### src/cpuPkg.sv
`default_nettype none

package cpuPkg;

    typedef logic [31:0] word_t;
    typedef logic [63:0] dword_t;
    typedef logic [8:0]  memAddr_t;
    typedef logic [3:0]  regIdx_t;

    // Instruction field positions
    localparam int opLsb      = 27;
    localparam int raLsb      = 23;
    localparam int rbLsb      = 19;
    localparam int rcLsb      = 15;
    localparam int constWidth = 19;
    // Branch condition lives in the rb field
    localparam int condLsb    = 19;
    localparam int condWidth  = 2;

    localparam int numRegs  = 16;
    localparam int memDepth = 512;

    typedef enum logic [4:0] {
        opLd   = 5'b00000,
        opLdi  = 5'b00001,
        opSt   = 5'b00010,
        opAdd  = 5'b00011,
        opSub  = 5'b00100,
        opAnd  = 5'b01010,
        opOr   = 5'b01011,
        opAddi = 5'b01100,
        opBr   = 5'b10010,
        opIn   = 5'b10110,
        opOut  = 5'b10111,
        opHalt = 5'b11011
    } opcode_t;

    // ld and st use two extra memory steps after t5
    typedef enum logic [3:0] {
        stepIdle,
        stepT0,
        stepT1,
        stepT2,
        stepT3,
        stepT4,
        stepT5,
        stepT6,
        stepT7,
        stepHalt
    } step_t;

    typedef enum logic [2:0] {
        aluPassB,
        aluAdd,
        aluSub,
        aluAnd,
        aluOr,
        aluInc
    } aluOp_t;

endpackage

`default_nettype wire
### src/ctrlUnit.sv
`default_nettype none

module ctrlUnit (
    input  wire                 clk,
    input  wire                 rstN,
    input  wire                 run,
    input  wire cpuPkg::word_t  ir,
    input  wire                 conFlag,
    output logic                gra,
    output logic                grb,
    output logic                grc,
    output logic                gprIn,
    output logic                gprOut,
    output logic                baOut,
    output logic                yIn,
    output logic                zIn,
    output cpuPkg::aluOp_t      aluOp,
    output logic                conIn,
    output logic                pcIn,
    output logic                pcOut,
    output logic                irIn,
    output logic                marIn,
    output logic                mdrIn,
    output logic                mdrOut,
    output logic                read,
    output logic                write,
    output logic                zHighOut,
    output logic                zLowOut,
    output logic                cOut,
    output logic                inIn,
    output logic                inOut,
    output logic                outIn,
    output logic                halted
);

    cpuPkg::step_t   state;
    cpuPkg::step_t   nextState;
    cpuPkg::opcode_t op;
    logic            isAluRR;
    logic            isMem;
    logic            usesConst;

    assign op = cpuPkg::opcode_t'(ir[cpuPkg::opLsb +: $bits(cpuPkg::opcode_t)]);

    assign isAluRR   = (op == cpuPkg::opAdd) || (op == cpuPkg::opSub) ||
                       (op == cpuPkg::opAnd) || (op == cpuPkg::opOr);
    assign isMem     = (op == cpuPkg::opLd) || (op == cpuPkg::opSt);
    assign usesConst = isMem || (op == cpuPkg::opLdi) || (op == cpuPkg::opAddi);

    always_ff @(posedge clk or negedge rstN) begin
        if (!rstN) begin
            state <= cpuPkg::stepIdle;
        end else begin
            state <= nextState;
        end
    end

    always_comb begin
        nextState = state;
        case (state)
            cpuPkg::stepIdle: nextState = run ? cpuPkg::stepT0 : cpuPkg::stepIdle;
            cpuPkg::stepT0:   nextState = cpuPkg::stepT1;
            cpuPkg::stepT1:   nextState = cpuPkg::stepT2;
            cpuPkg::stepT2:   nextState = cpuPkg::stepT3;
            cpuPkg::stepT3: begin
                if (op == cpuPkg::opHalt) begin
                    nextState = cpuPkg::stepHalt;
                end else if (isAluRR || usesConst || op == cpuPkg::opBr) begin
                    nextState = cpuPkg::stepT4;
                end else begin
                    nextState = cpuPkg::stepT0;
                end
            end
            cpuPkg::stepT4:   nextState = cpuPkg::stepT5;
            cpuPkg::stepT5:   nextState = isMem ? cpuPkg::stepT6 : cpuPkg::stepT0;
            cpuPkg::stepT6:   nextState = cpuPkg::stepT7;
            cpuPkg::stepT7:   nextState = cpuPkg::stepT0;
            default:          nextState = cpuPkg::stepHalt;
        endcase
    end

    always_comb begin
        {gra, grb, grc, gprIn, gprOut, baOut, yIn, zIn, conIn} = '0;
        {pcIn, pcOut, irIn, marIn, mdrIn, mdrOut, read, write} = '0;
        {zHighOut, zLowOut, cOut, inIn, inOut, outIn} = '0;
        aluOp = cpuPkg::aluPassB;
        case (state)
            cpuPkg::stepT0: begin
                {pcOut, marIn, zIn} = 3'b111;
                aluOp = cpuPkg::aluInc;
            end
            // Y keeps the incremented PC as the branch base
            cpuPkg::stepT1: {zLowOut, pcIn, read, mdrIn, yIn} = 5'b11111;
            // Input port is sampled on every fetch so in needs one step
            cpuPkg::stepT2: {mdrOut, irIn, inIn} = 3'b111;
            cpuPkg::stepT3: begin
                if (isAluRR || usesConst) begin
                    {grb, gprOut, yIn} = 3'b111;
                    baOut = usesConst && (op != cpuPkg::opAddi);
                end else if (op == cpuPkg::opBr) begin
                    {gra, gprOut, conIn} = 3'b111;
                end else if (op == cpuPkg::opIn) begin
                    {inOut, gra, gprIn} = 3'b111;
                end else if (op == cpuPkg::opOut) begin
                    {gra, gprOut, outIn} = 3'b111;
                end
            end
            cpuPkg::stepT4: begin
                zIn = 1'b1;
                case (op)
                    cpuPkg::opAdd: {grc, gprOut, aluOp} = {2'b11, cpuPkg::aluAdd};
                    cpuPkg::opSub: {grc, gprOut, aluOp} = {2'b11, cpuPkg::aluSub};
                    cpuPkg::opAnd: {grc, gprOut, aluOp} = {2'b11, cpuPkg::aluAnd};
                    cpuPkg::opOr:  {grc, gprOut, aluOp} = {2'b11, cpuPkg::aluOr};
                    default:       {cOut, aluOp} = {1'b1, cpuPkg::aluAdd};
                endcase
            end
            cpuPkg::stepT5: begin
                if (isMem) begin
                    {zLowOut, marIn} = 2'b11;
                end else if (op == cpuPkg::opBr) begin
                    {zLowOut, pcIn} = {2{conFlag}};
                end else begin
                    {zLowOut, gra, gprIn} = 3'b111;
                end
            end
            cpuPkg::stepT6: begin
                if (op == cpuPkg::opLd) begin
                    {read, mdrIn} = 2'b11;
                end else begin
                    {gra, gprOut, mdrIn} = 3'b111;
                end
            end
            cpuPkg::stepT7: begin
                if (op == cpuPkg::opLd) begin
                    {mdrOut, gra, gprIn} = 3'b111;
                end else begin
                    write = 1'b1;
                end
            end
            default: ;
        endcase
    end

    assign halted = (state == cpuPkg::stepHalt);

    haltIsFinal: assert property (@(posedge clk) disable iff (!rstN)
        state == cpuPkg::stepHalt |=> state == cpuPkg::stepHalt)
        else $error("control left halt without reset");

endmodule

`default_nettype wire

### config.mk
export PLATFORM = sky130hd
export DESIGN_NAME = ctrlUnit
export DESIGN_NICKNAME = d
export VERILOG_FILES = /design/src/cpuPkg.sv /design/src/ctrlUnit.sv
export SDC_FILE = /design/constraint.sdc
export NUM_CORES = 1
export LEC_CHECK = 0
export ABC_AREA = 1
export BUFFER_PORTS_ARGS = -buffer_cell sky130_fd_sc_hd__buf_4
export CORE_ASPECT_RATIO = 0.8
export CORE_UTILIZATION = 37
export DETAILED_ROUTE_END_ITERATION = 8
export GPL_ROUTABILITY_DRIVEN = 0
export PLACE_DENSITY = 0.81
export SETUP_SLACK_MARGIN = 0.05
export SLEW_MARGIN = 15
export SYNTH_ARGS = -nofsm -noshare
export SYNTH_HDL_FRONTEND = slang
export SYNTH_SLANG_ARGS = --single-unit
export TNS_END_PERCENT = 50
### constraint.sdc
create_clock -name clk -period 1.77 [get_ports clk]
set_input_delay 0.354 -clock clk [delete_from_list [all_inputs] [get_ports clk]]
set_output_delay 0.354 -clock clk [all_outputs]
set_load 0.01 [all_outputs]
==> impl_metrics.py <==
metrics = {
    "run_status": {
        "status": "finished, violations left",
        "violations": "setup timing",
    },
    "pwr": {
        "p_total_w": 0.000271,
        "p_leak_nw": 0.689,
        "ir_drop_mv": 0.257,
        "power_density_nw_per_um2": 222,
    },
    "layout": {
        "diodes": 0,
        "drive_above_1_share_pct": 60.5,
        "final_nets": 200,
        "top_register": "state",
        "seq_area_um2": 103,
        "top_regs": "state: 4 flops",
        "final_cell_count_no_fill": 184,
        "largest_register_ffs": 4,
        "nFillCells": 121,
        "syn_to_final_growth_pct": 77.3,
        "final_util_pct": 72.8,
        "multi_input_area_um2": 592,
    },
    "logic_synthesis": {
        "synth.most_common_cell": "nand2_1",
        "synth_seq_cells": 4,
        "synth_top_area_cell": "dfrtp_1",
        "yosysTopAreaCellShare_pct": 14.5,
        "ys_top_cells_by_count": "nand2_1 (23), inv_1 (14), inv_2 (11)",
        "synthTopCellsByArea": "dfrtp_1 (15%), nand2_1 (13%), inv_1 (7.6%)",
        "synth_area_per_cell_um2": 6.04,
        "synth_edf_count": 0,
        "yosysSeqAreaShare_pct": 14.5,
        "synthFlopType": "dfrtp_1",
        "synth_fp_nets": 150,
        "synthCells": 114,
        "yosysWarnings": 0,
        "synth-async-reset-ratio_pct": 100,
        "netlist_area_um2": 688,
        "synth.distinct_cells": 24,
    },
    "timing": {
        "fin_ws_ns": -0.0742,
        "final_hold_viol_count": 0,
        "finalSetupViolCount": 9,
        "rsz0062_at_grt": "yes",
        "tns_ns": -0.306,
        "timing.final.crit_share_pct": 104,
        "drv_slew": 0,
        "fin_crit_ns": 1.84,
        "clock_skew_ns": 0.00142,
        "clock.fmax_mhz": 542,
    },
    "setup_path": {
        "worstPathMaxFanout": 4,
        "critPathRequiredTime_ns": 1.42,
        "startpoint": "state[3]",
        "r2r-end": "state[2]",
        "crit_type": "reg -> out",
        "critPathLaunchType": "register",
        "timing.rr.start": "state[2]",
        "r2r_slack_ns": 0.51,
        "worstSetupEndpointType": "primary output",
        "cp-endpoint": "gprIn",
        "crit_arrival_ns": 1.49,
        "r2r_cells": 5,
    },
    "clock_tree": {
        "cts_tree": "done",
        "htree_levels": 1,
        "numCtsBuffers": 3,
        "cts_buffer_depth": 2,
        "root_buffer": "clkbuf_4",
        "clkTransAtPathRegs_ns": 0.04,
        "clk_latency_ns": 0.23,
        "cts.sink_count": 4,
    },
    "drt": {
        "vias": 958,
        "routed_wirelength_mm": 2.62,
        "ant_nets": 0,
        "wl_per_cell_um": 14.2,
        "drt-vias-per-instance": 5.21,
        "first_pass_iters": 4,
        "drc": 0,
        "drt_iter0_drc": 37,
    },
    "placed_design": {
        "pre_cts_ws_ns": 0.0691,
        "place.port_buffers": 34,
        "place_hpwl_mm": 1.58,
        "dp_cells": 169,
    },
    "floorplan": {
        "ios": 63,
        "fp-row-count": 13,
        "core_area_um2": 1680,
        "initial_core_util_pct": 41.1,
        "die-height_um": 40.6,
        "die_w_um": 50.2,
        "dieArea_um2": 2040,
    },
    "grt": {
        "grt_pass1_vias": 805,
        "grt_pass1_wl_mm": 3.42,
        "grt_overflow": 0,
        "grt_use_total_pct": 22.9,
        "antenna_found_initial": 0,
        "grt_max_degree": 7,
    },
    "worst_hold_path": {
        "worstHoldPathCells": 3,
        "min_path_type": "in -> reg",
    },
    "flow_run": {
        "max_cap_viol_count": 0,
    },
}
## layout make-up
type	count	area share, %
flip-flops and latches	4	8.41
well taps	22	2.26
multi-input cells	83	48.5
clock buffers	3	1.85
repair buffers	47	31.1
inverters	25	7.90
## worst min-delay path by stage
stage	from	to
3_5_place_dp	rstN	state[0]
4_1_cts	run	state[0]
2_1_floorplan	rstN	state[0]
3_3_place_gp	rstN	state[0]
6_report	run	state[0]
5_1_grt	rstN	state[2]
## cells in the final DEF (no fill, tap or decap), drive strengths merged
cell | Yosys | routed
conb | 1 | 1
o21ai | 9 | 9
nand4 | 2 | 2
a21oi | 2 | 2
a31oi | 2 | 2
dfrtp | 4 | 4
a22oi | 1 | 1
inv | 25 | 25
buf | 2 | 46
and2 | 1 | 1
nand2 | 30 | 30
nand3 | 12 | 12
clkbuf | 0 | 3
dlygate4sd3 | 0 | 1
nor3 | 7 | 7
nor2 | 16 | 16
## routing by layer
| layer | vias up | routed length (um) | GRT usage [%] | part of all wire, % |
|---|---|---|---|---|
| met2 | 65 | 1300 | 42.0 | 50 |
| met5 | - | 0 | 0 | 0 |
| met1 | 432 | 1060 | 28.0 | 41 |
| li1 | 455 | - | - | - |
| met4 | 0 | 46 | 7.86 | 1.8 |
| met3 | 6 | 212 | 3.79 | 8.1 |
## per-stage QoR
stage / instance area [um^2] / hold WS [ns]
final: 1220 / 0.451
after global routing: 1220 / 0.465
after CTS: 1100 / 0.433
after detailed placement: 963 / 0.152
after global placement: 963 / 0.149
after floorplan: 688 / 0.0584
## report_power, final
part | internal, W | total, W | switching (W)
combinational | 0.0000238 | 0.0000687 | 0.0000449
clock | 0.0000757 | 0.000110 | 0.0000345
sequential | 0.0000919 | 0.0000919 | 0
## repair_timing
item / CTS / global route
gates resized for setup: 14 / 17
setup buffers: 6 / 6
endpoints found under the setup margin: 14 / 21
hold endpoints to repair: 4 / 0
pin swaps: 3 / 1
gates cloned: 0 / 0
hold buffers: 1 / 0
## critical path: stages, from the launching register on
cell     delay, ns
dfrtp_2       0.45
inv_4         0.12
nand2_8       0.08
nor3_2        0.16
nand3_1       0.11
and2_4        0.16
o21ai_2       0.05
buf_4         0.13
## logic make-up (layout without fill, tap and decap cells)
family / Yosys count / count (layout) / synth area share [%]
AO/OA/AOI/OAI: 14 / 14 / 12.0
buffers and inverters: 27 / 75 / 15.8
flip-flops: 4 / 4 / 14.5
other: 1 / 1 / 0.545
AND/OR/NAND/NOR: 68 / 68 / 57.1
Note: power is estimated with default switching activity, not from simulation.
