===== src/cpuPkg.sv =====
`default_nettype none

package cpuPkg;

    typedef logic [31:0] word_t;
    typedef logic [63:0] dword_t;
    typedef logic [8:0]  memAddr_t;
    typedef logic [3:0]  regIdx_t;

    // Instruction field positions
    localparam int opLsb      = 27;
    localparam int raLsb      = 23;
    localparam int rbLsb      = 19;
    localparam int rcLsb      = 15;
    localparam int constWidth = 19;
    // Branch condition lives in the rb field
    localparam int condLsb    = 19;
    localparam int condWidth  = 2;

    localparam int numRegs  = 16;
    localparam int memDepth = 512;

    typedef enum logic [4:0] {
        opLd   = 5'b00000,
        opLdi  = 5'b00001,
        opSt   = 5'b00010,
        opAdd  = 5'b00011,
        opSub  = 5'b00100,
        opAnd  = 5'b01010,
        opOr   = 5'b01011,
        opAddi = 5'b01100,
        opBr   = 5'b10010,
        opIn   = 5'b10110,
        opOut  = 5'b10111,
        opHalt = 5'b11011
    } opcode_t;

    // ld and st use two extra memory steps after t5
    typedef enum logic [3:0] {
        stepIdle,
        stepT0,
        stepT1,
        stepT2,
        stepT3,
        stepT4,
        stepT5,
        stepT6,
        stepT7,
        stepHalt
    } step_t;

    typedef enum logic [2:0] {
        aluPassB,
        aluAdd,
        aluSub,
        aluAnd,
        aluOr,
        aluInc
    } aluOp_t;

endpackage

`default_nettype wire

===== src/ioPorts.sv =====
`default_nettype none

module ioPorts (
    input  wire                 clk,
    input  wire                 rstN,
    input  wire cpuPkg::word_t  inData,
    input  wire                 inIn,
    input  wire cpuPkg::word_t  busOut,
    input  wire                 outIn,
    output cpuPkg::word_t       inPortOut,
    output cpuPkg::word_t       outData,
    output logic                outValid
);

    always_ff @(posedge clk) begin
        if (inIn) begin
            inPortOut <= inData;
        end
        if (outIn) begin
            outData <= busOut;
        end
    end

    // Valid follows the output register capture by one cycle
    always_ff @(posedge clk or negedge rstN) begin
        if (!rstN) begin
            outValid <= 1'b0;
        end else begin
            outValid <= outIn;
        end
    end

endmodule

`default_nettype wire


===== config.mk =====
export PLATFORM = sky130hd
export DESIGN_NAME = ioPorts
export DESIGN_NICKNAME = d
export VERILOG_FILES = /design/src/cpuPkg.sv /design/src/ioPorts.sv
export SDC_FILE = /design/constraint.sdc
export NUM_CORES = 1
export LEC_CHECK = 0
export BUFFER_PORTS_ARGS = -buffer_cell sky130_fd_sc_hd__buf_4
export CORE_ASPECT_RATIO = 0.5
export CORE_UTILIZATION = 36
export DETAILED_ROUTE_END_ITERATION = 10
export MAX_ROUTING_LAYER = met4
export PLACE_DENSITY = 0.78
export SLEW_MARGIN = 20
export SYNTH_ARGS = -nofsm -noshare
export SYNTH_HDL_FRONTEND = slang
export SYNTH_SLANG_ARGS = --single-unit

===== constraint.sdc =====
create_clock -name clk -period 0.8 [get_ports clk]
set_input_delay 0.08 -clock clk [delete_from_list [all_inputs] [get_ports clk]]
set_output_delay 0.08 -clock clk [all_outputs]
set_load 0.1 [all_outputs]

==> results.cfg, run 1 <==
[synthesis]
synthDistinctLibCells = 2
ys_ff_latch = 65
synth.net_count = 133
synth_top_area_cell = edfxtp_1
synth_warnings = 0
syn_area_um2 = 1950
synth_area_per_cell_um2 = 30.0
yosys.area.top_type_share_pct = 98.7
yosysSeqAreaShare_pct = 100
synthTopCellsByArea = edfxtp_1, dfrtp_1
syn-instance-count = 65

[layout]
drive_above_1_share_pct = 53.5
multi_input_cells = 0
fin_cells = 352
area_growth_pct = 114
final_cell_mix = buf_4, dlygate4sd3_1, buf_6, edfxtp_1, clkbuf_8
final_common_cell = buf_4
multi_input_area_um2 = 0
fillers = 253
fin_nets = 345
antenna_cells = 0

[drt]
wl_met1_um = 1970
ant_nets = 0
via_count = 1484
top_layer_used = met4
wl_met2_um = 3650
via_per_inst = 4.22
drt_iter0_drc = 52
wl_met3_um = 305
detail_route.wl_per_cell_um = 17.0
drt_wl_total_um = 5990
drc = 0
drt_first_pass_iters = 4

[clock_tree]
cts_tree = yes
clockBufferDepth = 2
numClockSinks = 65
root_buffer = clkbuf_8
cts_setup_buffers = 0
clkTransAtPathRegs_ns = 0.06
htreeDepth = 3
cts_made_buffers = 9

[worst_setup_path]
critical_path.cell_chain = buf_6
required_ns = 0.72
critical_path.max_stage_delay_ns = 0.43
crit_path_max_fanout = 1
cp-start-kind = flop
cp_num_buf_inv = 1
arrival_ns = 0.97
endpoint_kind = output pin
crit_slowest_cell = edfxtp_1
critPathTopFamily = flip-flops
worst-setup-path-type = reg2out

[placed_design]
place_inst = 271
io_buffers = 132
place.gp.congestion = 0.710

[floorplanning]
die_area_um2 = 5720
io-pin-count = 133
initial_utilization_pct = 38.4
placementRows = 18
fp.dieW_um = 106
fp.dieH_um = 54
core-area_um2 = 5070

[sta]
worst_hold_slack_ns = 0.0718
fin_ws_ns = -0.248
finalHoldViolations = 0
rsz0062_at_grt = true
setup_tns_ns = -12.66
fmax_mhz = 955
post-route-min-period_ns = 1.05
slew_viol_final = 0
fin_crit_sh_pct = 131
setup_viol = 65
tightest_slew_ns = 0.213
slew_headroom_pct = 85.9

[status]
status = complete, but fails checks
violations = negative setup slack

[grt]
grt_antenna_before_repair = 0
grt_pass1_wl_um = 8510
track_usage_pct = 23.1
grt_max_degree = 19
grt_pass1_vias = 1642
grt-ovfl-total = 0

[pwr]
power.leakage_nw = 1.75
total_power_mw = 9.74
vdd_drop_max_uv = 1760
p_per_area_nw_per_um2 = 2330

[flow_run]
drv_cap = 0

[worst_hold_path]
hold_class = in2reg
[synth_stat cells]
| cell type | count |
|---|---|
| edfxtp_1 | 64 |
| dfrtp_1 | 1 |
[layout make-up]
type                  instances  area, µm²  share of cell area [%]
Clock buffer                 13        159                    3.81
Clock inverter                3       15.0                   0.360
Sequential cell              65       1950                    46.7
Tap cell                     70       87.6                    2.10
Timing Repair Buffer        201       1970                    47.1
[cells by family after synthesis]
| group | Yosys count | synth area share [%] |
|---|---|---|
| DFF | 65 | 100 |
[where the power goes]
part | leakage [nW] | total (mW) | internal (mW) | switching (mW)
registers | 0.637 | 4.18 | 4.05 | 0.131
clock network | 0.0932 | 2.43 | 1.28 | 1.15
logic | 1.02 | 3.14 | 0.931 | 2.20
total | 1.75 | 9.74 | 6.26 | 3.49
[sequential cells by signal, summed over array words and instances (netlist names)]
| signal | cells |
|---|---|
| inPortOut | 32 |
| outData | 32 |
| outValid | 1 |
[what timing repair did]
action | 4_1_cts | 5_1_grt
gates resized for setup | 65 | 0
hold buffers | 65 | 0
pin swaps | 0 | 0
endpoints found under the setup margin | 65 | 65
endpoints found under the hold margin | 65 | 0
[stage by stage]
step	instance area, µm²	util [%]	setup WS, ns
3_3_place_gp	3110	61.3	0.118
6_report	4180	82.4	-0.248
2_1_floorplan	1950	-	-0.184
5_1_grt	4180	82.4	-0.295
3_5_place_dp	3110	61.3	0.0989
4_1_cts	4180	82.4	-0.251
[worst paths after layout]
path | start | endpoint | slack (ns) | cells after the start
worst max-delay path | outData[14] | outData[14] | -0.25 | 1
worst min-delay path | outIn | outValid | 0.07 | 2
min in group asynchronous | rstN | outValid | 0.10 | 2
max in group asynchronous | rstN | outValid | 0.60 | 2
[routing by layer]
| metal | vias to the layer above | GRT usage, % |
|---|---|---|
| met5 | - | - |
| met4 | 0 | 10.2 |
| met3 | 6 | 9.08 |
| li1 | 690 | - |
| met1 | 721 | 19.0 |
| met2 | 67 | 47.4 |
(Power assumes the default switching activity.)
==> inputs of run 2 (changes only) <==
--- a/config.mk
+++ b/config.mk
@@ -5,12 +5,12 @@
 export SDC_FILE = /design/constraint.sdc
 export NUM_CORES = 1
 export LEC_CHECK = 0
-export BUFFER_PORTS_ARGS = -buffer_cell sky130_fd_sc_hd__buf_4
 export CORE_ASPECT_RATIO = 0.5
-export CORE_UTILIZATION = 36
+export CORE_UTILIZATION = 45
 export DETAILED_ROUTE_END_ITERATION = 10
+export DONT_BUFFER_PORTS = 1
 export MAX_ROUTING_LAYER = met4
-export PLACE_DENSITY = 0.78
+export PLACE_DENSITY = 0.66
 export SLEW_MARGIN = 20
 export SYNTH_ARGS = -nofsm -noshare
 export SYNTH_HDL_FRONTEND = slang
==> run 2 against run 1 <==
Against the previous run: the run now fails in clock tree synthesis; synthesized cell count unchanged; synthesized area stayed put.
==> results.cfg, run 2 <==
[status]
status = did not finish
lastStage = clock tree synthesis
error = [ERROR DPL-0038] Utilization greater than 100%, impossible to legalize

[synthesis]
synth_warnings = 0
synth_edf_count = 64
ys.flop_type = edfxtp_1
yosysSeqAreaShare_pct = 100
async_flop_share_pct = 1.54
synthTopCellsByArea = edfxtp_1, dfrtp_1
synth_top_area_cell = edfxtp_1
yosys.area.top_type_share_pct = 98.7
synth.net_count = 133
syn_area_um2 = 1950
ys_ff_latch = 65
synthTopCellsByCount = edfxtp_1, dfrtp_1
synthDistinctLibCells = 2
syn-instance-count = 65
synth_area_per_cell_um2 = 30.0
synth.most_common_cell = edfxtp_1

[clock_tree]
cts_setup_buffers = 0
clockBufferDepth = 2
numClockSinks = 65
cts_made_buffers = 9
htreeDepth = 3
cts_resized = 0
cts_hold_buffers = 66
root_buffer = clkbuf_8

[placed_design]
place.gp.congestion = 0.695
place_inst = 184
io_buffers = 0
placed_area_um2 = 3320

[floorplanning]
initial_utilization_pct = 48.4
fp.dieW_um = 95.0
placementRows = 16
io-pin-count = 133
fp.dieH_um = 48.5
[run 2: cell counts after synthesis]
No cell type changed its count.
[run 2: logic make-up after synthesis]
logic type  synth area share (%)
flops                        100
[run 2: per-stage QoR]
stage / worst slack, ns / hold slack (ns)
after floorplan: -0.184 / -0.216
after detailed placement: 0.104 / -0.216
after global placement: 0.132 / -0.216
==> inputs of run 3 (changes only) <==
--- a/config.mk
+++ b/config.mk
@@ -5,12 +5,10 @@
 export SDC_FILE = /design/constraint.sdc
 export NUM_CORES = 1
 export LEC_CHECK = 0
-export CORE_ASPECT_RATIO = 0.5
-export CORE_UTILIZATION = 45
+export CORE_UTILIZATION = 30
 export DETAILED_ROUTE_END_ITERATION = 10
 export DONT_BUFFER_PORTS = 1
-export MAX_ROUTING_LAYER = met4
-export PLACE_DENSITY = 0.66
+export PLACE_DENSITY_LB_ADDON = 0.15
 export SLEW_MARGIN = 20
 export SYNTH_ARGS = -nofsm -noshare
 export SYNTH_HDL_FRONTEND = slang
==> constraint.sdc (replaced) <==
create_clock -name clk -period 1 [get_ports clk]
set_input_delay 0.1 -clock clk [delete_from_list [all_inputs] [get_ports clk]]
set_output_delay 0.1 -clock clk [all_outputs]
set_load 0.1 [all_outputs]
==> run 3 against run 2 <==
Against the previous run: the flow now finishes, with violations (negative hold slack, negative setup slack).
==> results.cfg, run 3 (same netlist as run 1, synthesis figures left out) <==
[status]
status = complete, but fails checks
violations = negative hold slack, negative setup slack

[drt]
drt_first_pass_iters = 4
ant_nets = 0
drt_wl_total_um = 4530
via_per_inst = 4.15
drc = 0
via_count = 1190
detail_route.wl_per_cell_um = 15.8
drt_iter0_drc = 33

[sta]
post-route-min-period_ns = 1.05
fin_crit_sh_pct = 105
setup_tns_ns = -1.82
finalHoldViolations = 65
worst_hold_slack_ns = -0.195
fin_ws_ns = -0.0494
slew_viol_final = 0
fmax_mhz = 953
tightest_slew_ns = 0.136
rsz0062_at_grt = true
slew_headroom_pct = 91.0
setup_viol = 65

[layout]
fin_nets = 275
final_common_cell = dlygate4sd3_1
fin_cells = 287
area_growth_pct = 116
final_area_um2 = 4210
drive_above_1_share_pct = 35.8
fillers = 414
multi_input_cells = 0
final_util_pct = 69.0
antenna_cells = 0
final_cell_mix = dlygate4sd3_1, buf_12, edfxtp_1, clkbuf_8, clkbuf_1
multi_input_area_um2 = 0
reg.largest.list = inPortOut: 32 flops, outData: 32 flops, outValid: 1 flops

[clock_tree]
cts_hold_buffers = 66
clockBufferDepth = 2
cts_tree = yes
cts_made_buffers = 9
numClockSinks = 65
cts_resized = 0
root_buffer = clkbuf_8
htreeDepth = 3
clkTransAtPathRegs_ns = 0.07

[floorplanning]
placementRows = 28
fp.dieW_um = 82.6
io-pin-count = 133
fp.dieH_um = 82.6
core-area_um2 = 6100
die_area_um2 = 6820
initial_utilization_pct = 31.9

[worst_setup_path]
cp_num_buf_inv = 1
required_ns = 0.90
endpoint_kind = output pin
worst-setup-path-type = reg2out
crit_slowest_cell = edfxtp_1
crit_start = inPortOut[18]
critical_path.cell_chain = buf_12
critPathTopFamily = flip-flops
arrival_ns = 0.95
crit_path_max_fanout = 1
critical_path.max_stage_delay_ns = 0.43
cp-start-kind = flop

[pwr]
p_per_area_nw_per_um2 = 1960
power.leakage_nw = 1.62
total_power_mw = 8.24
vdd_drop_max_uv = 1130

[placed_design]
io_buffers = 0
dp_slack_ns = 0.299
placed_area_um2 = 3340
place_inst = 205
place.gp.congestion = 0.614

[worst_hold_path]
hp-start = outIn
hold_class = in2reg

[grt]
grt_max_degree = 34
grt_pass1_vias = 1317
track_usage_pct = 14.3
grt_pass1_wl_um = 6380
grt_antenna_before_repair = 0
grt-ovfl-total = 0

[flow_run]
drv_cap = 0
run 3: routing by layer:
layer | track usage (%) | vias up | share of wire (%)
met2 | 25.0 | 101 | 51
met1 | 12.8 | 528 | 31
li1 | - | 550 | -
met5 | 0 | - | 0
met4 | 9.83 | 0 | 2.5
met3 | 6.92 | 11 | 15
run 3: worst paths after layout:
kind	to	slack (ns)	depth (start not counted)
min in group asynchronous	outValid	0.52	2
hold / removal	outValid	-0.20	0
setup / recovery	inPortOut[18]	-0.05	1
max in group asynchronous	outValid	0.37	2
run 3: report_power, final:
part	internal (mW)	leakage [nW]	switching, mW
Sequential	3.25	0.638	0.169
Combinational	0.936	0.886	1.65
Clock	1.39	0.0997	0.851
run 3: timing repair:
item / in CTS / in global routing
pin swaps: 0 / 0
endpoints found under the setup margin: 65 / 65
buffers inserted: 0 / 0
hold endpoints to repair: 130 / 65
run 3: cell type report:
cell class | count | area (µm²) | share of cell area (%)
timing repair buffer | 131 | 1960 | 46.7
sequential | 65 | 1950 | 46.3
clock buffer | 12 | 135 | 3.21
tap | 75 | 93.8 | 2.23
clock inverter | 4 | 67.6 | 1.61
