==> config.mk <==
export PLATFORM = sky130hd
export DESIGN_NAME = aluUnit
export DESIGN_NICKNAME = d
export VERILOG_FILES = /design/src/cpuPkg.sv /design/src/aluUnit.sv
export SDC_FILE = /design/constraint.sdc
export NUM_CORES = 1
export LEC_CHECK = 0
export BUFFER_PORTS_ARGS = -buffer_cell sky130_fd_sc_hd__buf_4
export CAP_MARGIN = 20
export CORE_MARGIN = 2
export CORE_UTILIZATION = 54
export DETAILED_ROUTE_END_ITERATION = 10
export PLACE_DENSITY = 0.77
export SKIP_LAST_GASP = 1
export SLEW_MARGIN = 20
export SYNTH_ARGS = -nofsm -noshare
export SYNTH_HDL_FRONTEND = slang
export SYNTH_SLANG_ARGS = --single-unit
==> constraint.sdc <==
create_clock -name clk -period 5.96 [get_ports clk]
set_clock_uncertainty 0.2 [all_clocks]
set_input_delay 0 -clock clk [delete_from_list [all_inputs] [get_ports clk]]
set_output_delay 0 -clock clk [all_outputs]
set_load 0.03 [all_outputs]
==> src/cpuPkg.sv <==
`default_nettype none

package cpuPkg;

    typedef logic [31:0] word_t;
    typedef logic [63:0] dword_t;
    typedef logic [8:0]  memAddr_t;
    typedef logic [3:0]  regIdx_t;

    // Instruction field positions
    localparam int opLsb      = 27;
    localparam int raLsb      = 23;
    localparam int rbLsb      = 19;
    localparam int rcLsb      = 15;
    localparam int constWidth = 19;
    // Branch condition lives in the rb field
    localparam int condLsb    = 19;
    localparam int condWidth  = 2;

    localparam int numRegs  = 16;
    localparam int memDepth = 512;

    typedef enum logic [4:0] {
        opLd   = 5'b00000,
        opLdi  = 5'b00001,
        opSt   = 5'b00010,
        opAdd  = 5'b00011,
        opSub  = 5'b00100,
        opAnd  = 5'b01010,
        opOr   = 5'b01011,
        opAddi = 5'b01100,
        opBr   = 5'b10010,
        opIn   = 5'b10110,
        opOut  = 5'b10111,
        opHalt = 5'b11011
    } opcode_t;

    // ld and st use two extra memory steps after t5
    typedef enum logic [3:0] {
        stepIdle,
        stepT0,
        stepT1,
        stepT2,
        stepT3,
        stepT4,
        stepT5,
        stepT6,
        stepT7,
        stepHalt
    } step_t;

    typedef enum logic [2:0] {
        aluPassB,
        aluAdd,
        aluSub,
        aluAnd,
        aluOr,
        aluInc
    } aluOp_t;

endpackage

`default_nettype wire
==> src/aluUnit.sv <==
`default_nettype none

module aluUnit (
    input  wire                                 clk,
    input  wire                                 rstN,
    input  wire cpuPkg::word_t                  busOut,
    input  wire                                 yIn,
    input  wire                                 zIn,
    input  wire cpuPkg::aluOp_t                 aluOp,
    input  wire                                 conIn,
    input  wire [cpuPkg::condWidth-1:0]         cond,
    output cpuPkg::word_t                       zHigh,
    output cpuPkg::word_t                       zLow,
    output logic                                conFlag
);

    cpuPkg::word_t  yReg;
    cpuPkg::dword_t zReg;
    cpuPkg::dword_t aluResult;
    logic           condMet;

    // A input is Y, B input is the bus
    always_comb begin
        case (aluOp)
            cpuPkg::aluAdd: aluResult = {{32{yReg[31]}}, yReg} + {{32{busOut[31]}}, busOut};
            cpuPkg::aluSub: aluResult = {{32{yReg[31]}}, yReg} - {{32{busOut[31]}}, busOut};
            cpuPkg::aluAnd: aluResult = {32'b0, yReg & busOut};
            cpuPkg::aluOr:  aluResult = {32'b0, yReg | busOut};
            cpuPkg::aluInc: aluResult = {32'b0, busOut + 32'd1};
            default:        aluResult = {32'b0, busOut};
        endcase
    end

    always_ff @(posedge clk) begin
        if (yIn) begin
            yReg <= busOut;
        end
        if (zIn) begin
            zReg <= aluResult;
        end
    end

    assign zHigh = zReg[63:32];
    assign zLow  = zReg[31:0];

    // Positive means sign bit clear
    always_comb begin
        case (cond)
            2'b00:   condMet = (busOut == '0);
            2'b01:   condMet = (busOut != '0);
            2'b10:   condMet = !busOut[31];
            default: condMet = busOut[31];
        endcase
    end

    always_ff @(posedge clk or negedge rstN) begin
        if (!rstN) begin
            conFlag <= 1'b0;
        end else if (conIn) begin
            conFlag <= condMet;
        end
    end

endmodule

`default_nettype wire

==> impl_metrics.tcl, run 1 <==
set metrics [dict create \
    syn2layout_area_growth_pct 18.3 \
    global_route.usage.total_pct 32.5 \
    totalNegativeSetupSlack_ns 0 \
    cts_inserted_buffers 9 \
    layout_worst_path_cycle_share_pct 76.9 \
    die_h_um 116 \
    prevailing_post_synth_register_cell "sky130_fd_sc_hd__edfxtp_1" \
    syn-cell-area_mm2 0.00672 \
    endpoint_kind "flip-flop" \
    critical_path_class "in2reg" \
    insertion_delay_ns 0.35 \
    rsz_0062_raised_after_global_routing "false" \
    arrival_ns 4.47 \
    start_util_pct 55.7 \
    cts.reportedPaths.clkPinSlew_ns 0.06 \
    power.ir.vdd_worst_mv 0.187 \
    timing.hold.ws_ns 0.205 \
    finalPower_w 0.00187 \
    synth_enable_flop_cells 65 \
    cts.sinks 66 \
    timing.final.max_slew_violations 0 \
    ctsHtreeMaxLevel 3 \
    hold_violations 0 \
    route.detailed.drc 0 \
    final_cell_area_mm2 0.00794 \
    avgViaCountPerCell 6.54 \
    achievable-frequency_mhz 218 \
    tritoncts "built" \
    nNetsFinal 977 \
    internal-power_w 0.00117 \
    outcome "complete, no violations" \
    netlist_instances 834 \
    antenna-diode-count 0 \
    initialDrtViolationCount 843 \
    number_of_antenna_violations_at_the_first_check_in_global_routing 0 \
    detail_route.first_pass.iterations 6 \
    power.leakage_nw 3.17 \
    final_routed_wire_length_divided_by_cell_count_um 20.5 \
    timing.critical_path.required_ns 5.85 \
    die-area_mm2 0.0133 \
    place.port_buffers 106 \
    core_region_area_mm2 0.0121 \
    critPathLaunchType "input pin" \
    tightest_slew_ns 1.04 \
    setup-violations-final 0 \
    cap_viol_max_count 0 \
    cts_max_path_buffers 2 \
    ys_ff_latch 66 \
    critical_path_peak_fanout 9 \
    largest_net_degree_at_the_start_of_global_routing 50 \
    top_level_ports 107 \
    postRouteWirelength_um 21900 \
    async_reset_ff_share_pct 1.52 \
    synth_cell_types 75 \
    synth_nets 913 \
    grt_pass1_vias 6372 \
    fp-row-count 40 \
    placement.cell_area_mm2 0.00726 \
    root_buffer "sky130_fd_sc_hd__clkbuf_16" \
    netSwitchingPower_w 0.000700 \
    power_density_mw_per_mm2 235 \
    grt_pass1_wl_um 33100 \
    period_minus_slack_ns 4.58 \
    remaining_antenna_violation_count 0 \
    slew-limit-headroom_pct 30.4 \
    synth.avg_cell_area_um2 8.05 \
    power.switching_fraction_pct 37.5 \
    yosys_warnings 0 \
    seq_area_frac_synth_pct 29.4 \
    die_width_um 116 \
    gr-total-overflow 0 \
    seq_power_share_pct 32.0 \
    power.clock.fraction_pct 27.8 \
    gp_weighted_congestion 1.04 \
    min_path_type "in2reg" \
    combinationalPowerShare_pct 40.2 \
    place_hpwl_um 14900 \
    via_count_of_the_routed_design 7003 \
    post_route_cells_drive_above_1_share_pct 15.2 \
]
[repair_timing]
action	in CTS	in global routing
resized for setup	0	0
hold buffers	38	0
endpoints found under the hold margin	128	0
buffers inserted	0	0
endpoints found under the setup margin	0	0
[power groups by stage]
stage / Combinational (W) / Clock [W] / Sequential [W]
final: 0.000751 / 0.000520 / 0.000598
after global routing: 0.000805 / 0.000538 / 0.000602
after CTS: 0.000730 / 0.000525 / 0.000596
after detailed placement: 0.000706 / 0 / 0.000605
after global placement: 0.000697 / 0 / 0.000604
after floorplan: 0.000471 / 0 / 0.000649
[per-stage QoR]
stage	instances	setup slack [ns]	util [%]
detailed placement	1016	1.62	60.2
global placement	1016	1.69	60.2
global route	1070	1.14	65.9
finish	1070	1.38	65.9
floorplan	834	2.13	-
CTS	1069	1.42	65.6
[cells in the final DEF (no fill, tap or decap), types with 5 or more instances in the layout]
cell                            count
sky130_fd_sc_hd__nand2b_1           5
sky130_fd_sc_hd__nor3_1            23
sky130_fd_sc_hd__a21o_1            10
sky130_fd_sc_hd__a221o_1           18
sky130_fd_sc_hd__a211oi_1           5
sky130_fd_sc_hd__a211o_1            5
sky130_fd_sc_hd__edfxtp_1          65
sky130_fd_sc_hd__a221oi_1           8
sky130_fd_sc_hd__inv_1             19
sky130_fd_sc_hd__clkbuf_16          9
sky130_fd_sc_hd__dlygate4sd3_1     38
sky130_fd_sc_hd__nand4_1           19
sky130_fd_sc_hd__or3_1              8
sky130_fd_sc_hd__o31ai_1            9
sky130_fd_sc_hd__and3_1             7
sky130_fd_sc_hd__nand3_1           25
sky130_fd_sc_hd__o21a_1             5
sky130_fd_sc_hd__nor2_1            42
sky130_fd_sc_hd__nand2_1          133
sky130_fd_sc_hd__o21ai_0           40
sky130_fd_sc_hd__o21bai_1           6
sky130_fd_sc_hd__buf_4            109
sky130_fd_sc_hd__ha_1              36
sky130_fd_sc_hd__nor4_1             6
sky130_fd_sc_hd__xor2_1            29
sky130_fd_sc_hd__nor2b_1            8
sky130_fd_sc_hd__xnor2_1           27
sky130_fd_sc_hd__o221ai_1          13
sky130_fd_sc_hd__a21oi_1           85
sky130_fd_sc_hd__mux2i_1            8
[sequential cells by signal (all words and copies together) (netlist names)]
name,cells
yReg,32
zReg,33
conFlag,1
[logic make-up after synthesis]
logic type,count (synthesis),synth area share (%)
adder cells (fa/ha/maj),37,7.00
flip-flops,66,29.4
XOR/XNOR,56,7.30
AO/OA/AOI/OAI,246,24.6
AND/OR/NAND/NOR,305,22.0
multiplexers,8,1.19
buffers and inverters,116,8.44
[cell usage after synthesis (all sizes together), types with 7 or more instances]
cell type,instances,area share (%)
nand2,133,7.4
a21oi,85,6.3
edfxtp,65,29
clkbuf,53,3.0
nor2,44,2.5
buf,42,4.3
o21ai,41,3.1
ha,36,6.7
xor2,29,3.8
xnor2,27,3.5
nand3,26,2.0
nor3,25,2.0
inv,21,1.2
nand4,19,1.8
a221o,18,2.7
o221ai,13,1.7
a21o,10,1.1
o31ai,10,1.2
or3,9,0.91
a221oi,8,1.0
mux2i,8,1.2
nor2b,8,0.75
and3,7,0.65
[final timing paths]
check	from	endpoint	slack [ns]	cells past startpoint
worst max register to register	yReg[0]	zReg[24]	2.69	10
worst max-delay path	busOut[4]	zReg[30]	1.38	16
min in group asynchronous	rstN	conFlag	0.29	3
max in group asynchronous	rstN	conFlag	5.16	3
worst min register to register	yReg[28]	zReg[28]	0.45	2
worst min-delay path	aluOp[1]	zReg[0]	0.21	2
[layer usage]
metal / part of all wire (%) / global-route usage (%)
met5: 0 / 0
met4: 3.0 / 13.0
met3: 11 / 7.74
met2: 45 / 50.9
met1: 41 / 43.6
[critical path: stages]
cell	delay (ns)
sky130_fd_sc_hd__dlygate4sd3_1	0.54
sky130_fd_sc_hd__buf_4	0.17
sky130_fd_sc_hd__or3_4	0.41
sky130_fd_sc_hd__or4_4	0.46
sky130_fd_sc_hd__nor4b_4	0.50
sky130_fd_sc_hd__nand2_1	0.14
sky130_fd_sc_hd__o21ai_0	0.24
sky130_fd_sc_hd__xor2_1	0.17
sky130_fd_sc_hd__ha_1	0.31
sky130_fd_sc_hd__a21oi_1	0.25
sky130_fd_sc_hd__o211ai_1	0.15
sky130_fd_sc_hd__a41oi_1	0.36
sky130_fd_sc_hd__nor3_1	0.12
sky130_fd_sc_hd__a211o_1	0.35
sky130_fd_sc_hd__a211oi_1	0.19
sky130_fd_sc_hd__o21ai_0	0.11
[area by class of cell]
| cell class | instances | area (µm²) |
|---|---|---|
| multi-input combinational | 652 | 4180 |
| fill | 998 | 4120 |
| sequential | 66 | 1980 |
| timing repair buffer | 148 | 1230 |
| clock buffer | 10 | 229 |
| tap | 168 | 210 |
| inverter | 21 | 78.8 |
| clock inverter | 5 | 46.3 |
Note: power is estimated with default switching activity, not from simulation.
==> run 2, diff against run 1 <==
ABC_AREA = 1   (was default)
PLACE_DENSITY = 0.76   (was 0.77)
clock period = 4.6 ns   (was 5.96 ns; I/O delays follow)
==> run 2 against run 1 <==
  * Clock-buffer cell count stayed put
  * Worst hold slack worse by 0.085 ns
  * First-iteration DRC count is 30% higher
  * Combinational power is 36% higher
  * Critical path type unchanged
  * Critical endpoint is now zReg[29]
  * Largest power group unchanged
==> impl_metrics.tcl, run 2 <==
set metrics [dict create \
    outcome "complete, no violations" \
    seq_area_frac_synth_pct 25.7 \
    synth.area.top_cells "sky130_fd_sc_hd__edfxtp_1, sky130_fd_sc_hd__nand2_1, sky130_fd_sc_hd__inv_1" \
    gp_weighted_congestion 1.03 \
    synth_top_area_share_pct 25.4 \
    route.detailed.drc 0 \
    final-instance-count-excl-fill 1495 \
    slowest_delay_ns 0.56 \
    core_region_area_mm2 0.0139 \
    critical_path_peak_fanout 29 \
    post_route_cells_drive_above_1_share_pct 13.2 \
    netlist_instances 1214 \
    layout_worst_path_cycle_share_pct 83.8 \
    largest_register_ffs 33 \
    ys_ff_latch 66 \
    critPathLaunchType "input pin" \
    insertion_delay_ns 0.36 \
    slew-limit-headroom_pct 34.0 \
    die_width_um 123 \
    mostFrequentLayoutCells "sky130_fd_sc_hd__nand2_1, sky130_fd_sc_hd__inv_1, sky130_fd_sc_hd__buf_4" \
    global_route.usage.total_pct 36.5 \
    synth_nets 1293 \
    tightest_slew_ns 0.988 \
    combinationalPowerShare_pct 41.6 \
    synth.avg_cell_area_um2 6.32 \
    place_hpwl_um 21200 \
    totalNegativeSetupSlack_ns 0 \
    tritoncts "built" \
    place.port_buffers 106 \
    power.switching_fraction_pct 41.5 \
    power.ir.vdd_worst_mv 0.200 \
    min_path_type "in2reg" \
    period_minus_slack_ns 3.86 \
    placed_cells 1440 \
    rsz_0062_raised_after_global_routing "false" \
    grt_pass1_vias 7393 \
    netSwitchingPower_w 0.00102 \
    cts_inserted_buffers 9 \
    power.clock.fraction_pct 27.1 \
    power.leakage_nw 4.52 \
    cts.sinks 66 \
    start_util_pct 55.3 \
    number_of_antenna_violations_at_the_first_check_in_global_routing 0 \
    crit_top_cell "sky130_fd_sc_hd__nand2_1" \
    critical_path.top_delay_family "simple AND/OR/NAND/NOR gates" \
    timing.critical_path.required_ns 4.50 \
    final_cell_utilization_of_the_core_pct 64.7 \
    critical_path_buf_inv_count 6 \
    yosys_warnings 0 \
    cts_max_path_buffers 2 \
    fp-row-count 43 \
    die_h_um 123 \
    avgViaCountPerCell 5.61 \
    die-area_mm2 0.0152 \
    timing.hold.ws_ns 0.120 \
    achievable-frequency_mhz 259 \
    critPathSlowestCell "sky130_fd_sc_hd__clkinvlp_4" \
    top_regs "zReg x33, yReg x32, conFlag x1" \
    hold_violations 0 \
    root_buffer "sky130_fd_sc_hd__clkbuf_16" \
    internal-power_w 0.00144 \
    yosys.cell_count.top_type "sky130_fd_sc_hd__nand2_1" \
    remaining_antenna_violation_count 0 \
    largest_net_degree_at_the_start_of_global_routing 34 \
    synth_cell_types 52 \
    final_routed_wire_length_divided_by_cell_count_um 18.2 \
    syn2layout_area_growth_pct 16.9 \
    fillCellCount 1318 \
    seq_power_share_pct 31.3 \
    arrival_ns 3.76 \
    yosys.area.top_type "sky130_fd_sc_hd__edfxtp_1" \
    nNetsFinal 1389 \
    cts.reportedPaths.clkPinSlew_ns 0.06 \
    critical_path_class "in2reg" \
    endpoint_kind "flip-flop" \
    crit_path_cell_trace "dlygate4sd3_1 > buf_4 > inv_2 > nand2_2 > nor2_4 > clkinvlp_4 > nand2_1 > xor2_1 > inv_1 > ha_1 > nand2_1 > nor2_1 > inv_1 > nor3_1 > nand2_1 > nand2_1 > nand2_1 > nand2_1 > nand2_1 > nand3_1 > nand3b_1" \
    initialDrtViolationCount 1098 \
    setup-violations-final 0 \
    antenna-diode-count 0 \
    synth_enable_flop_cells 65 \
    gr-total-overflow 0 \
    cap_viol_max_count 0 \
    async_reset_ff_share_pct 1.52 \
    power_density_mw_per_mm2 274 \
    syn-cell-area_mm2 0.00768 \
    postRouteWirelength_um 27200 \
    yosys-top-cells-count "sky130_fd_sc_hd__nand2_1, sky130_fd_sc_hd__inv_1, sky130_fd_sc_hd__nor2_1" \
    prevailing_post_synth_register_cell "sky130_fd_sc_hd__edfxtp_1" \
    via_count_of_the_routed_design 8390 \
    detail_route.first_pass.iterations 5 \
    timing.final.max_slew_violations 0 \
    top_level_ports 107 \
    grt_pass1_wl_um 40700 \
    max_flop_register "zReg" \
    commonest_non_fill_non_tap_cell_in_the_layout "sky130_fd_sc_hd__nand2_1" \
    ctsHtreeMaxLevel 3 \
]
-- run 2: timing repair --
action	CTS	global route
hold buffers	39	0
setup buffers	0	0
setup endpoints to repair	0	2
endpoints found under the hold margin	120	0
gates resized for setup	0	1
-- run 2: kinds of logic after synthesis --
| logic type | after synthesis | synth area share (%) |
|---|---|---|
| simple gates | 687 | 39.3 |
| buf+inv | 257 | 14.6 |
| compound gates | 134 | 10.4 |
| flops | 66 | 25.7 |
| fa+ha+maj | 37 | 6.13 |
| xor+xnor | 33 | 3.76 |
-- run 2: worst paths after layout --
kind,start,to,slack (ns),cells after the start
worst max-delay path,aluOp[2],zReg[29],0.74,21
worst min-delay path,aluOp[0],zReg[21],0.12,5
worst max register to register,yReg[0],zReg[24],1.90,15
worst min register to register,yReg[2],zReg[2],0.42,2
max in group asynchronous,rstN,conFlag,3.82,3
min in group asynchronous,rstN,conFlag,0.27,3
-- run 2: final cells by class --
cell class,count,area (µm²),share of cell area (%)
sequential,66,1980,22.0
inverter,196,739,8.24
multi-input combinational,891,4580,51.0
tap,180,225,2.51
clock buffer,10,229,2.55
clock inverter,6,33.8,0.376
timing repair buffer,146,1190,13.3
-- run 2: power by group through the flow --
stage                     Combinational [W]  Clock, W  Sequential (W)
after floorplan                    0.000615         0        0.000839
after global placement             0.000960         0        0.000779
after detailed placement           0.000966         0        0.000781
after CTS                          0.000996  0.000662        0.000769
after global routing                0.00112  0.000677        0.000776
final                               0.00102  0.000666        0.000770
-- run 2: metal layers --
layer,global-route usage [%],wire [µm],share of wire [%]
met2,53.2,11400,42
met1,50.9,11200,41
met5,0,0,0
met3,10.2,3740,14
met4,14.4,871,3.2
-- run 2: worst min-delay path: cells and delay by family --
family	cells	cell delay, ns
AOI/OAI and AO/OA	2	0.16
buffers and inverters	1	0.17
and+or+nand+nor	2	0.23
-- run 2: metrics by stage --
stage	cell area [µm²]	setup slack, ns	power [W]
after CTS	8970	0.792	0.00243
after global placement	8320	1.03	0.00174
after detailed placement	8320	0.975	0.00175
after floorplan	7680	1.88	0.00145
after global routing	8980	0.340	0.00257
final	8980	0.743	0.00246
==> run 3, diff against run 2 <==
clock period = 4 ns   (was 4.6 ns; I/O delays follow)
==> run 3 against run 2 <==
  * Clock-buffer cell count is 1 lower
  * Via count is 2.9% higher
  * Sequential share of layout area is 0.25 points lower
  * Largest power group unchanged
==> impl_metrics.tcl, run 3 (synthesized netlist as in run 2, its figures left out) <==
set metrics [dict create \
    post_cts_buffers 0 \
    cp.depth 20 \
    netSwitchingPower_w 0.00118 \
    endpoint_kind "flip-flop" \
    tightest_slew_ns 0.860 \
    combinationalPowerShare_pct 39.9 \
    detail_route.first_pass.iterations 5 \
    die_h_um 123 \
    place.port_buffers 106 \
    rsz_0062_raised_after_global_routing "false" \
    postRouteWirelength_um 28000 \
    place_hpwl_um 21400 \
    cts_max_path_buffers 2 \
    largest_net_degree_at_the_start_of_global_routing 34 \
    cts.reportedPaths.clkPinSlew_ns 0.06 \
    post_route_cells_drive_above_1_share_pct 13.8 \
    slew-limit-headroom_pct 42.7 \
    insertion_delay_ns 0.36 \
    critical_path_buf_inv_count 6 \
    arrival_ns 3.48 \
    nNetsFinal 1394 \
    cts.sinks 66 \
    cap_viol_max_count 0 \
    crit_path_cell_trace "dlygate4sd3_1 > buf_4 > inv_1 > nand3_1 > nor3_4 > nand2_1 > nor3_2 > nor2_1 > xor2_1 > inv_1 > ha_1 > nand2_1 > inv_1 > a21oi_1 > inv_1 > a21oi_1 > nand2_1 > or2_2 > nand3_1 > nand3_1" \
    cts_inserted_buffers 9 \
    achievable-frequency_mhz 278 \
    power_density_mw_per_mm2 327 \
    layout_worst_path_cycle_share_pct 90.1 \
    critical_path_peak_fanout 6 \
    crit_top_cell "sky130_fd_sc_hd__inv_1" \
    grt_pass1_vias 7575 \
    die_width_um 123 \
    global_route.usage.total_pct 37.5 \
    timing.critical_path.required_ns 3.88 \
    final_routed_wire_length_divided_by_cell_count_um 18.6 \
    min_path_type "in2reg" \
    via_count_of_the_routed_design 8635 \
    die-area_mm2 0.0152 \
    core_region_area_mm2 0.0139 \
    internal-power_w 0.00179 \
    commonest_non_fill_non_tap_cell_in_the_layout "sky130_fd_sc_hd__nand2_1" \
    seq_power_share_pct 29.9 \
    critPathSlowestCell "sky130_fd_sc_hd__dlygate4sd3_1" \
    setup-violations-final 0 \
    remaining_antenna_violation_count 0 \
    route.detailed.drc 0 \
    start_util_pct 55.3 \
    avgViaCountPerCell 5.76 \
    critPathLaunchType "input pin" \
    gr-total-overflow 0 \
    worst_r2r_path_depth 14 \
    gp_weighted_congestion 1.02 \
    power.switching_fraction_pct 39.8 \
    outcome "complete, no violations" \
    critical_path.top_delay_family "simple AND/OR/NAND/NOR gates" \
    slowest_delay_ns 0.53 \
    ctsHtreeMaxLevel 3 \
    tritoncts "built" \
    top_regs "zReg x33, yReg x32, conFlag x1" \
    power.clock.fraction_pct 30.2 \
    fp-row-count 43 \
    timing.hold.worst_path_depth 4 \
    mostFrequentLayoutCells "sky130_fd_sc_hd__nand2_1, sky130_fd_sc_hd__inv_1, sky130_fd_sc_hd__buf_4" \
    top_level_ports 107 \
    root_buffer "sky130_fd_sc_hd__clkbuf_16" \
    initialDrtViolationCount 984 \
    timing.final.max_slew_violations 0 \
    totalNegativeSetupSlack_ns 0 \
    grt_pass1_wl_um 42000 \
    antenna-diode-count 0 \
    detailedPlace.worstSlack_ns 0.595 \
    power.leakage_nw 4.58 \
    syn2layout_area_growth_pct 18.3 \
    period_minus_slack_ns 3.60 \
    hold_violations 0 \
    max_flop_register "zReg" \
    number_of_antenna_violations_at_the_first_check_in_global_routing 0 \
    critical_path_class "in2reg" \
    setup_ws_ns 0.397 \
    largest_register_ffs 33 \
    power.ir.vdd_worst_mv 0.188 \
]
run 3: final cells by class:
type	instances	area [µm²]
fill	1280	4800
multi-input combinational	891	4590
sequential	66	1980
timing repair buffer	151	1230
inverter	196	736
clock buffer	9	225
tap	180	225
clock inverter	7	93.8
run 3: path summary, 6_finish.rpt:
check                           from       end  slack, ns
setup / recovery           busOut[0]  zReg[14]       0.40
hold / removal              aluOp[2]   zReg[2]       0.08
setup reg to reg             yReg[2]  zReg[27]       1.22
hold reg to reg             yReg[15]  zReg[15]       0.45
max in group asynchronous       rstN   conFlag       3.20
min in group asynchronous       rstN   conFlag       0.29
run 3: worst reg2reg max path, delay by kind of cell, from the launching register on:
kind	cells	cell delay, ns
adders and majority gates	1	0.39
buffers and inverters	1	0.09
DFF	1	0.44
and+or+nand+nor	12	1.40
run 3: power groups by stage:
stage / Sequential, W / Combinational [W] / Clock [W]
floorplan: 0.000965 / 0.000707 / 0
global placement: 0.000898 / 0.00111 / 0
detailed placement: 0.000900 / 0.00111 / 0
CTS: 0.000886 / 0.00115 / 0.000895
global route: 0.000895 / 0.00129 / 0.000914
finish: 0.000888 / 0.00119 / 0.000896
run 3: repair_timing:
item                                    CTS  global route
resized for setup                         0             3
endpoints found under the setup margin    0             4
hold buffers                             38             0
hold endpoints to repair                119             0
run 3: through the flow:
step / util, % / cells / cell area [µm²] / hold slack (ns) / total power (W)
CTS: 65.3 / 1500 / 9060 / 0.0594 / 0.00293
detailed placement: 60.3 / 1446 / 8360 / -0.423 / 0.00201
global route: 65.4 / 1500 / 9080 / 0.122 / 0.00310
global placement: 60.3 / 1446 / 8360 / -0.424 / 0.00201
floorplan: - / 1214 / 7680 / -0.496 / 0.00167
finish: 65.4 / 1500 / 9080 / 0.0799 / 0.00297
run 3: per-layer routing:
metal	wire length [µm]	part of all wire (%)	GRT usage, %
met5	0	0	0
met4	910	3.3	14.8
met3	3580	13	9.09
met2	11800	42	55.4
met1	11600	42	52.7
